## src/mcu_pkg.sv

```systemverilog
/*
  Vector store control encodings. SEW and width codes above 2 (64 bit) are not
  supported, and LMUL code 4 is reserved. WR_PIPE_DEPTH must be at least 2.
*/
`default_nettype none

package mcu_pkg;

  //////////////////////////////
  // Widths
  //////////////////////////////

  // SEW, LMUL, EMUL and element width codes
  localparam int VTYPE_W = 3;
  // Address and stride
  localparam int ADDR_W = 32;
  // Buffer read latency that the write-valid pipeline tracks
  localparam int WR_PIPE_DEPTH = 2;

  //////////////////////////////
  // Types
  //////////////////////////////

  // LMUL code: 0..3 -> 1, 2, 4, 8 and 5..7 -> 1/8, 1/4, 1/2
  // Width/SEW code: 0..2 -> 8, 16, 32 bit
  typedef logic [VTYPE_W-1:0] vcode_t;

  typedef logic [ADDR_W-1:0] addr_t;

  typedef enum logic [1:0] {
    kind_unit,
    kind_strided,
    kind_indexed
  } store_kind_e;

  typedef enum logic [3:0] {
    s_idle,
    s_unit_prep,
    s_unit_tx,
    s_strided_prep,
    s_strided_tx_prep,
    s_strided_tx,
    s_indexed_prep,
    s_indexed_tx_prep,
    s_indexed_tx
  } store_state_e;

  //////////////////////////////
  // EMUL = (EEW / SEW) * LMUL
  //////////////////////////////

  // The LMUL code is log2(LMUL) in 3-bit two's complement and the
  // width codes are log2(bits / 8), so EMUL is a sum of logs mod 8.
  // Invalid combinations wrap and give a meaningless code.
  function automatic vcode_t calc_emul(input vcode_t eew,
                                       input vcode_t sew,
                                       input vcode_t lmul);
    vcode_t emul;
    emul = lmul + eew - sew;
    return emul;
  endfunction

endpackage

`default_nettype wire

```

## src/mcu_store_cfg_if.sv

```systemverilog
/*
  Store configuration between the config block and the FSM. The config values
  already show the new request in the cycle where accept is high.
*/
`timescale 1ns/1ps
`default_nettype none

interface mcu_store_cfg_if import mcu_pkg::*; ();

  store_kind_e kind;
  vcode_t      data_sew;
  vcode_t      data_lmul;
  vcode_t      idx_sew;
  vcode_t      idx_lmul;
  addr_t       base_addr;
  addr_t       stride;
  // One-cycle capture strobe from the FSM
  logic        accept;

  modport cfg_src (
    input  accept,
    output kind, data_sew, data_lmul, idx_sew, idx_lmul, base_addr, stride
  );

  modport cfg_snk (
    output accept,
    input  kind, data_sew, data_lmul, idx_sew, idx_lmul, base_addr, stride
  );

endinterface

`default_nettype wire

```

## src/mcu_store_cfg.sv

```systemverilog
/*
  Store request capture. Type bits are one-hot with unit over strided over
  indexed; no type bit set is taken as unit. Invalid EMUL is not flagged.
*/
`timescale 1ns/1ps
`default_nettype none

module mcu_store_cfg import mcu_pkg::*; (
  input  wire logic   clk,
  input  wire logic   rstn,
  input  wire vcode_t sew_i,
  input  wire vcode_t lmul_i,
  input  wire vcode_t width_i,
  input  wire addr_t  base_addr_i,
  input  wire addr_t  stride_i,
  input  wire logic   unit_i,
  input  wire logic   strided_i,
  input  wire logic   indexed_i,
  mcu_store_cfg_if.cfg_src cfg
);

  store_kind_e kind_d, kind_q;
  vcode_t      emul;
  vcode_t      data_sew_d, data_sew_q;
  vcode_t      data_lmul_d, data_lmul_q;
  vcode_t      idx_sew_d, idx_sew_q;
  vcode_t      idx_lmul_d, idx_lmul_q;
  addr_t       base_addr_q;
  addr_t       stride_q;

  //////////////////////////////
  // Request decode
  //////////////////////////////

  always_comb begin
    if (unit_i) begin
      kind_d = kind_unit;
    end else if (strided_i) begin
      kind_d = kind_strided;
    end else if (indexed_i) begin
      kind_d = kind_indexed;
    end else begin
      kind_d = kind_unit;
    end
  end

  assign emul = calc_emul(width_i, sew_i, lmul_i);

  // Indexed stores keep vtype for data, EEW/EMUL apply to the indices
  always_comb begin
    if (kind_d == kind_indexed) begin
      data_sew_d  = sew_i;
      data_lmul_d = lmul_i;
    end else begin
      data_sew_d  = width_i;
      data_lmul_d = emul;
    end
    idx_sew_d  = width_i;
    idx_lmul_d = emul;
  end

  //////////////////////////////
  // Capture
  //////////////////////////////

  always_ff @(posedge clk or negedge rstn) begin
    if (!rstn) begin
      kind_q      <= kind_unit;
      data_sew_q  <= '0;
      data_lmul_q <= '0;
      idx_sew_q   <= '0;
      idx_lmul_q  <= '0;
      base_addr_q <= '0;
      stride_q    <= '0;
    end else if (cfg.accept) begin
      kind_q      <= kind_d;
      data_sew_q  <= data_sew_d;
      data_lmul_q <= data_lmul_d;
      idx_sew_q   <= idx_sew_d;
      idx_lmul_q  <= idx_lmul_d;
      base_addr_q <= base_addr_i;
      stride_q    <= stride_i;
    end
  end

  // Bypass in the accept cycle so the FSM can branch on the new type
  assign cfg.kind      = cfg.accept ? kind_d      : kind_q;
  assign cfg.data_sew  = cfg.accept ? data_sew_d  : data_sew_q;
  assign cfg.data_lmul = cfg.accept ? data_lmul_d : data_lmul_q;
  assign cfg.idx_sew   = cfg.accept ? idx_sew_d   : idx_sew_q;
  assign cfg.idx_lmul  = cfg.accept ? idx_lmul_d  : idx_lmul_q;
  assign cfg.base_addr = cfg.accept ? base_addr_i : base_addr_q;
  assign cfg.stride    = cfg.accept ? stride_i    : stride_q;

endmodule

`default_nettype wire

```

## src/mcu_store_fsm.sv

```systemverilog
/*
  Store sequencer. The request valid is registered, so it acts one cycle late.
  Strided and indexed stores move one element per write burst.
*/
`timescale 1ns/1ps
`default_nettype none

module mcu_store_fsm import mcu_pkg::*; (
  input  wire logic clk,
  input  wire logic rstn,
  input  wire logic st_vld_i,
  output logic      st_rdy_o,
  mcu_store_cfg_if.cfg_snk cfg,
  input  wire logic vlane_store_valid_i,
  input  wire logic sbuff_write_done_i,
  input  wire logic sbuff_read_done_i,
  output logic      sbuff_wen_o,
  output logic      sbuff_ren_o,
  output logic      sbuff_read_stall_o,
  output logic      sbuff_read_flush_o,
  output logic      store_cfg_update_o,
  output logic      store_cntr_rst_o,
  output logic      store_baseaddr_set_o,
  output logic      store_baseaddr_update_o,
  output logic      ctrl_wstart_o,
  input  wire logic ctrl_wdone_i,
  output logic      wr_tvalid_o,
  input  wire logic wr_tready_i
);

  store_state_e             state_q, state_d;
  logic                     st_vld_q;
  logic                     accept;
  // Valid bits travelling alongside the buffer read data
  logic [WR_PIPE_DEPTH-1:0] pipe_q;
  logic                     pipe_in;
  logic                     pipe_empty;
  logic                     invalidate;

  //////////////////////////////
  // Registers
  //////////////////////////////

  always_ff @(posedge clk or negedge rstn) begin
    if (!rstn) begin
      st_vld_q <= 1'b0;
      state_q  <= s_idle;
    end else begin
      st_vld_q <= st_vld_i;
      state_q  <= state_d;
    end
  end

  // Frozen while the buffer read is stalled
  always_ff @(posedge clk or negedge rstn) begin
    if (!rstn) begin
      pipe_q <= '0;
    end else if (!sbuff_read_stall_o) begin
      pipe_q <= {pipe_q[WR_PIPE_DEPTH-2:0], pipe_in};
    end
  end

  assign pipe_empty  = (pipe_q == '0);
  assign wr_tvalid_o = invalidate ? 1'b0 : pipe_q[WR_PIPE_DEPTH-1];

  assign accept             = (state_q == s_idle) && st_vld_q;
  assign cfg.accept         = accept;
  assign store_cfg_update_o = accept;
  assign store_cntr_rst_o   = accept;
  assign sbuff_read_flush_o = 1'b0;

  //////////////////////////////
  // Next state and strobes
  //////////////////////////////

  always_comb begin
    state_d                 = state_q;
    st_rdy_o                = 1'b0;
    sbuff_wen_o             = 1'b0;
    sbuff_ren_o             = 1'b0;
    sbuff_read_stall_o      = 1'b0;
    store_baseaddr_set_o    = 1'b0;
    store_baseaddr_update_o = 1'b0;
    ctrl_wstart_o           = 1'b0;
    pipe_in                 = 1'b0;
    invalidate              = 1'b0;

    case (state_q)
      s_idle: begin
        st_rdy_o   = 1'b1;
        // Leftover read data of the last store is not offered
        invalidate = !wr_tready_i;
        if (accept) begin
          store_baseaddr_set_o = 1'b1;
          pipe_in              = 1'b1;
          case (cfg.kind)
            kind_unit:    state_d = s_unit_prep;
            kind_strided: state_d = s_strided_prep;
            default:      state_d = s_indexed_prep;
          endcase
        end
      end

      // Unit stride, one burst for the whole vector
      s_unit_prep: begin
        if (sbuff_write_done_i) begin
          ctrl_wstart_o = 1'b1;
          sbuff_ren_o   = 1'b1;
          pipe_in       = 1'b1;
          state_d       = s_unit_tx;
        end else begin
          sbuff_wen_o = vlane_store_valid_i;
        end
      end

      s_unit_tx: begin
        if (wr_tready_i) begin
          sbuff_ren_o = !sbuff_read_done_i;
          pipe_in     = !sbuff_read_done_i;
        end else begin
          sbuff_read_stall_o = 1'b1;
          invalidate         = 1'b1;
        end
        if (sbuff_read_done_i && ctrl_wdone_i) begin
          state_d = s_idle;
        end
      end

      s_strided_prep: begin
        if (sbuff_write_done_i) begin
          store_baseaddr_set_o = 1'b1;
          sbuff_ren_o          = 1'b1;
          pipe_in              = 1'b1;
          state_d              = s_strided_tx_prep;
        end else begin
          sbuff_wen_o = vlane_store_valid_i;
        end
      end

      // Wait for the first index at the pipeline output
      s_indexed_prep: begin
        if (sbuff_write_done_i) begin
          sbuff_ren_o = 1'b1;
          pipe_in     = 1'b1;
          if (pipe_q[WR_PIPE_DEPTH-1]) begin
            store_baseaddr_update_o = 1'b1;
            state_d                 = s_indexed_tx_prep;
          end else begin
            store_baseaddr_set_o = 1'b1;
          end
        end else begin
          sbuff_wen_o = vlane_store_valid_i;
        end
      end

      // One element per burst, read the next one meanwhile
      s_strided_tx_prep, s_indexed_tx_prep: begin
        sbuff_ren_o   = !sbuff_read_done_i;
        pipe_in       = !sbuff_read_done_i;
        ctrl_wstart_o = 1'b1;
        invalidate    = 1'b1;
        state_d = (state_q == s_strided_tx_prep) ? s_strided_tx : s_indexed_tx;
      end

      s_strided_tx, s_indexed_tx: begin
        sbuff_read_stall_o = 1'b1;
        invalidate         = !wr_tready_i;
        if (ctrl_wdone_i) begin
          store_baseaddr_update_o = 1'b1;
          if (sbuff_read_done_i && pipe_empty) begin
            state_d = s_idle;
          end else if (state_q == s_strided_tx) begin
            state_d = s_strided_tx_prep;
          end else begin
            state_d = s_indexed_tx_prep;
          end
        end
      end

      default: begin
        state_d = s_idle;
      end
    endcase
  end

endmodule

`default_nettype wire

```

## src/mcu_store_ctrl.sv

```systemverilog
/*
  Store side of the vector memory control unit. Config outputs follow the
  request in the accept cycle and then hold until the next accept.
*/
`timescale 1ns/1ps
`default_nettype none

module mcu_store_ctrl import mcu_pkg::*; (
  input  wire logic   clk,
  input  wire logic   rstn,
  // Scheduler request
  input  wire vcode_t sew_i,
  input  wire vcode_t lmul_i,
  input  wire vcode_t width_i,
  input  wire addr_t  base_addr_i,
  input  wire addr_t  stride_i,
  input  wire logic   unit_i,
  input  wire logic   strided_i,
  input  wire logic   indexed_i,
  input  wire logic   st_vld_i,
  output logic        st_rdy_o,
  // Buffer array configuration
  output store_kind_e store_type_o,
  output addr_t       store_base_addr_o,
  output addr_t       store_stride_o,
  output vcode_t      cfg_store_data_sew_o,
  output vcode_t      cfg_store_data_lmul_o,
  output vcode_t      cfg_store_idx_sew_o,
  output vcode_t      cfg_store_idx_lmul_o,
  // Store buffer control
  input  wire logic   vlane_store_valid_i,
  input  wire logic   sbuff_write_done_i,
  input  wire logic   sbuff_read_done_i,
  output logic        sbuff_wen_o,
  output logic        sbuff_ren_o,
  output logic        sbuff_read_stall_o,
  output logic        sbuff_read_flush_o,
  output logic        store_cfg_update_o,
  output logic        store_cntr_rst_o,
  output logic        store_baseaddr_set_o,
  output logic        store_baseaddr_update_o,
  // Write channel
  output logic        ctrl_wstart_o,
  input  wire logic   ctrl_wdone_i,
  output logic        wr_tvalid_o,
  input  wire logic   wr_tready_i
);

  mcu_store_cfg_if cfg_if ();

  mcu_store_cfg u_cfg (
    .clk         (clk),
    .rstn        (rstn),
    .sew_i       (sew_i),
    .lmul_i      (lmul_i),
    .width_i     (width_i),
    .base_addr_i (base_addr_i),
    .stride_i    (stride_i),
    .unit_i      (unit_i),
    .strided_i   (strided_i),
    .indexed_i   (indexed_i),
    .cfg         (cfg_if.cfg_src)
  );

  mcu_store_fsm u_fsm (
    .clk                     (clk),
    .rstn                    (rstn),
    .st_vld_i                (st_vld_i),
    .st_rdy_o                (st_rdy_o),
    .cfg                     (cfg_if.cfg_snk),
    .vlane_store_valid_i     (vlane_store_valid_i),
    .sbuff_write_done_i      (sbuff_write_done_i),
    .sbuff_read_done_i       (sbuff_read_done_i),
    .sbuff_wen_o             (sbuff_wen_o),
    .sbuff_ren_o             (sbuff_ren_o),
    .sbuff_read_stall_o      (sbuff_read_stall_o),
    .sbuff_read_flush_o      (sbuff_read_flush_o),
    .store_cfg_update_o      (store_cfg_update_o),
    .store_cntr_rst_o        (store_cntr_rst_o),
    .store_baseaddr_set_o    (store_baseaddr_set_o),
    .store_baseaddr_update_o (store_baseaddr_update_o),
    .ctrl_wstart_o           (ctrl_wstart_o),
    .ctrl_wdone_i            (ctrl_wdone_i),
    .wr_tvalid_o             (wr_tvalid_o),
    .wr_tready_i             (wr_tready_i)
  );

  assign store_type_o          = cfg_if.kind;
  assign store_base_addr_o     = cfg_if.base_addr;
  assign store_stride_o        = cfg_if.stride;
  assign cfg_store_data_sew_o  = cfg_if.data_sew;
  assign cfg_store_data_lmul_o = cfg_if.data_lmul;
  assign cfg_store_idx_sew_o   = cfg_if.idx_sew;
  assign cfg_store_idx_lmul_o  = cfg_if.idx_lmul;

endmodule

`default_nettype wire

```

## config.mk

```make
export PLATFORM = sky130hd
export DESIGN_NAME = mcu_store_ctrl
export DESIGN_NICKNAME = d
export VERILOG_FILES = /design/src/mcu_pkg.sv /design/src/mcu_store_cfg_if.sv /design/src/mcu_store_cfg.sv /design/src/mcu_store_fsm.sv /design/src/mcu_store_ctrl.sv
export SDC_FILE = /design/constraint.sdc
export NUM_CORES = 1
export LEC_CHECK = 0
export BUFFER_PORTS_ARGS = -buffer_cell sky130_fd_sc_hd__buf_4
export CORE_MARGIN = 5
export CORE_UTILIZATION = 25
export CTS_CLUSTER_SIZE = 8
export DETAILED_ROUTE_END_ITERATION = 8
export SYNTH_ARGS = -nofsm -noshare
export SYNTH_HDL_FRONTEND = slang
export SYNTH_SLANG_ARGS = --single-unit
export TNS_END_PERCENT = 20
```

## constraint.sdc

```tcl
create_clock -name clk -period 2.5 [get_ports clk]
set_clock_uncertainty 0.1 [all_clocks]
set_input_delay 0.5 -clock clk [delete_from_list [all_inputs] [get_ports clk]]
set_output_delay 0.5 -clock clk [all_outputs]
set_load 0.02 [all_outputs]
```

==> metrics.md <==
| Metric | Value |
|---|---|
| Total Wirelength | between 10000 and 15000 um |
| Clock Tree Buf Depth | 2 |
| Worst path buffer plus inverter count | 3 |
| Synth area leaders | dfrtp_1 (54%), nand2_1 (20%), o21ai_0 (1.9%), mux2i_1 (1.5%), buf_2 (1.3%) |
| Slack of the worst reg-to-reg path | roughly 530 ps |
| Cells after DPL | roughly 800 |
| GRT Overall Usage | 0.127 |
| Initial DRC Count | 180 |
| Final Wtd Congestion | between 0.7 and 0.8 |
| Avg Vias per Cell | ~4.4 |
| FF-to-FF End | u_fsm.state_q[1] |
| Critical Path RT | around 1900 ps |
| Crit path max-delay family | adder cells |
| Worst-Skew Late Latency | ~330 ps |
| Number of max-cap violations | 0 |
| Primary FF master, synth | dfrtp_1 |
| Post-synthesis register bit count | between 80 and 90 |
| Non-Filler Instances | about 850 |
| Post-synthesis xor/xnor area fraction | 0.0102 |
| Most frequent cell after synthesis | nand2_1 |
| Combinational fraction of design power | 0.641 |
| I/O Pins | around 170 |
| Violated checks | negative setup slack |
| Hold Crit Class | input pin to async pin |
| Switching part of the total | 0.415 |
| Final setup vio count | approximately 60 |
| Layout cells sized above 1 | 0.537 |
| Antenna violations before repair | 0 |
| Int Power | a little under 0.006 W |
| Mux cell area share after synthesis | 0.0268 |
| Core area | ~15000 um^2 |
| Drt drc | 0 |
| Min Tclk post-route | roughly 2900 ps |
| Synthesized Nets | approximately 530 |
| Yosys warnings | 0 |
| Yosys top cell by area | dfrtp_1 |
| Nets | ~730 |
| Simple-Gate Fraction of Synth Area | 0.285 |
| Worst Setup EP | cfg_store_data_lmul_o[2] |
| Die area | 18300 um^2 |
| Final period util | 1.15 |
| Complex-gate fraction of the synthesized area | 0.0697 |
| Final hold vios | 0 |
| Hpwl dp | approximately 8500 um |
| Final instance area | between 6000 and 7000 um^2 |
| Clock sink total | 85 |
| Initial Util | 0.257 |
| Status | finished, violations left |
| Critical Path End Type | primary output |
| Slew margin rel. | 0.652 |
| Syn_area_per_cell | just under 9 um^2 |
| Worst r2r src | u_fsm.state_q[3] |
| Post-route ant nets | 0 |
| Pre-antenna DRT Iters | 4 |
| Crit-path cells | buf_6 -> fa_1 -> inv_1 -> fa_2 -> xor2_2 -> xnor2_1 -> mux2i_1 -> o21ai_2 -> buf_6 |
| Synth Area in Adders | 0.0166 |
| Cell area after synthesis | approximately 3900 um^2 |
| Setup TNS | -3090 ps |
| Cell count along the critical path | 9 |
| CTS tree | yes |
| Vias in the first global route | 3625 |
| Leak pwr | 3.47 nW |
| Clock Power Share | 0.130 |
| Sequential area share after synthesis | 0.541 |
| Synth cell types | between 50 and 60 |
| Worst setup path category | input pin to primary output |
| Vias after detailed routing | approximately 3800 |
| Reg power frac | 0.229 |
| H-Tree Depth | 3 |
| Chip width | around 140 um |
| Gr ovfl total | 0 |
| Avg WL per Cell | 15.6 um |
| Clock-pin slew on the worst setup and hold paths | around 60 ps |
| FMAX | roughly 0.35 GHz |
| Cell area power density | 1430 nW/um^2 |
| Crit path launch type | input pin |
| Hold Buf Count CTS | 0 |
| CTS Buf Count | 9 |
| Post-Syn Instances | around 450 |
| Slowest CP cell | fa_1 |
| Worst slew pin tran | around 520 ps |
| Commonest cells post-synth | nand2_1 (214), dfrtp_1 (85), o21ai_0 (15), nor2_1 (12) |
| Final setup margin | -367 ps |
| Area Overhead vs Synth | 76.0% |
| Num rows | 45 |
| Placed inst area | between 5000 and 6000 um^2 |
| Most used cell, CP | buf_6 |
| Area share of the largest cell type after synthesis | 0.541 |
| Crit-path max FO | 2 |
| Post-synth EDFFs | 0 |
| PortBufs | between 150 and 200 |
| Worst Setup SP | sew_i[1] |
| R2R depth | 5 |
| Largest net degree at the start of global routing | 48 |
| FFs w/ async S/R, synth | 1.00 |
| Ant diodes | 0 |
| Largest stage delay on the critical path | ~520 ps |
| Net Switching | a little over 0.004 W |
| CP Data Arrival Time | between 2000 and 2500 ps |
| Die Y | between 100 and 150 um |
| Clock Tree Root | clkbuf_16 |
| Peak supply drop | approximately 0.0008 V |
| Slew Limit Fails | 0 |
| First-pass GRT wire length | approximately 19000 um |
| Unrepaired setup endpoints after global routing | true |
| Largest family of logic cells by synthesized area | simple AND/OR/NAND/NOR gates |
| Fin util | 0.451 |
placed cells by master (no fill, tap or decap), types with 3 or more instances in the layout:
master,instances
clkbuf_16,17
buf_6,80
nor3b_1,3
buf_4,110
nand2_1,122
o21ai_2,6
nand2b_1,4
buf_12,8
nand3_1,3
nor2_1,12
a21oi_1,7
o21ai_0,6
nand2_4,18
nor3_1,3
inv_1,8
mux2i_1,6
dfrtp_1,83
nand2_2,75
flip-flops by register name (all words and copies together), names as in the netlist:
name and count:
u_cfg.data_lmul_q 3, u_fsm.pipe_q 2, u_fsm.st_vld_q 1, u_cfg.data_sew_q 3
u_cfg.idx_lmul_q 3, u_cfg.idx_sew_q 3, u_cfg.base_addr_q 32, u_cfg.stride_q 32
u_fsm.state_q 4, u_cfg.kind_q 2
worst register-to-register path: stages, from the launching register on:
cell and delay, ps:
dfrtp_1 400, buf_4 210, nand2b_4 170, or4_4 540, nand4_2 120, mux2_1 330
kinds of logic after synthesis:
kind of cell | Yosys count
xor gates and xnor gates | 3
buffers and inverters | 39
AOI/OAI and AO/OA | 41
and+or+nand+nor | 262
muxes | 10
DFF | 85
other | 1
adders and majority gates | 4
worst min path at each step:
stage | startpoint | end | slack [ps] | cells after the start
global route | rstn | u_cfg.base_addr_q[22] | 70 | 1
floorplan | rstn | u_cfg.base_addr_q[0] | 100 | 0
CTS | rstn | u_cfg.base_addr_q[17] | 50 | 1
finish | rstn | u_cfg.base_addr_q[15] | 40 | 1
global placement | u_cfg.data_lmul_q[2] | u_cfg.data_lmul_q[2] | 350 | 2
detailed placement | u_cfg.data_lmul_q[2] | u_cfg.data_lmul_q[2] | 360 | 2
metal layers:
layer,share of wire,vias up,routed length (um),GRT usage
met4,0.0099,0,132,0.0308
met2,0.50,135,6640,0.205
met3,0.076,9,1010,0.0479
met1,0.41,1795,5520,0.162
met5,0,-,0,0
li1,-,1825,-,-
layout make-up:
class / instances / area (um^2)
clock inverter: 2 / 35.0
timing repair buffer: 210 / 2170
tap: 211 / 264
inverter: 11 / 53.8
fill: 1478 / 8400
sequential: 85 / 2130
multi-input combinational: 321 / 2000
timing repair inverter: 1 / 11.3
clock buffer: 12 / 246
power by group through the flow:
| stage | Clock (W) | Combinational (W) | Sequential, W |
|---|---|---|---|
| CTS | 0.00133 | 0.00487 | 0.00224 |
| floorplan | 0 | 0.00268 | 0.00221 |
| finish | 0.00129 | 0.00634 | 0.00227 |
| global route | 0.00139 | 0.00678 | 0.00232 |
| detailed placement | 0 | 0.00461 | 0.00226 |
| global placement | 0 | 0.00458 | 0.00224 |
stage by stage:
step	total power [W]	hold WS [ps]	setup slack (ps)
floorplan	0.00489	104	-184
global placement	0.00682	350	-444
detailed placement	0.00687	359	-435
CTS	0.00844	48.9	-408
global route	0.0105	66.6	-452
finish	0.00990	37.3	-367
repair_timing:
item / CTS / global route
endpoints found under the setup margin: 60 / 81
buffers inserted: 1 / 13
gates resized for setup: 33 / 206
gates cloned: 2 / 10
pin swaps: 4 / 33
(Power assumes the default switching activity.)
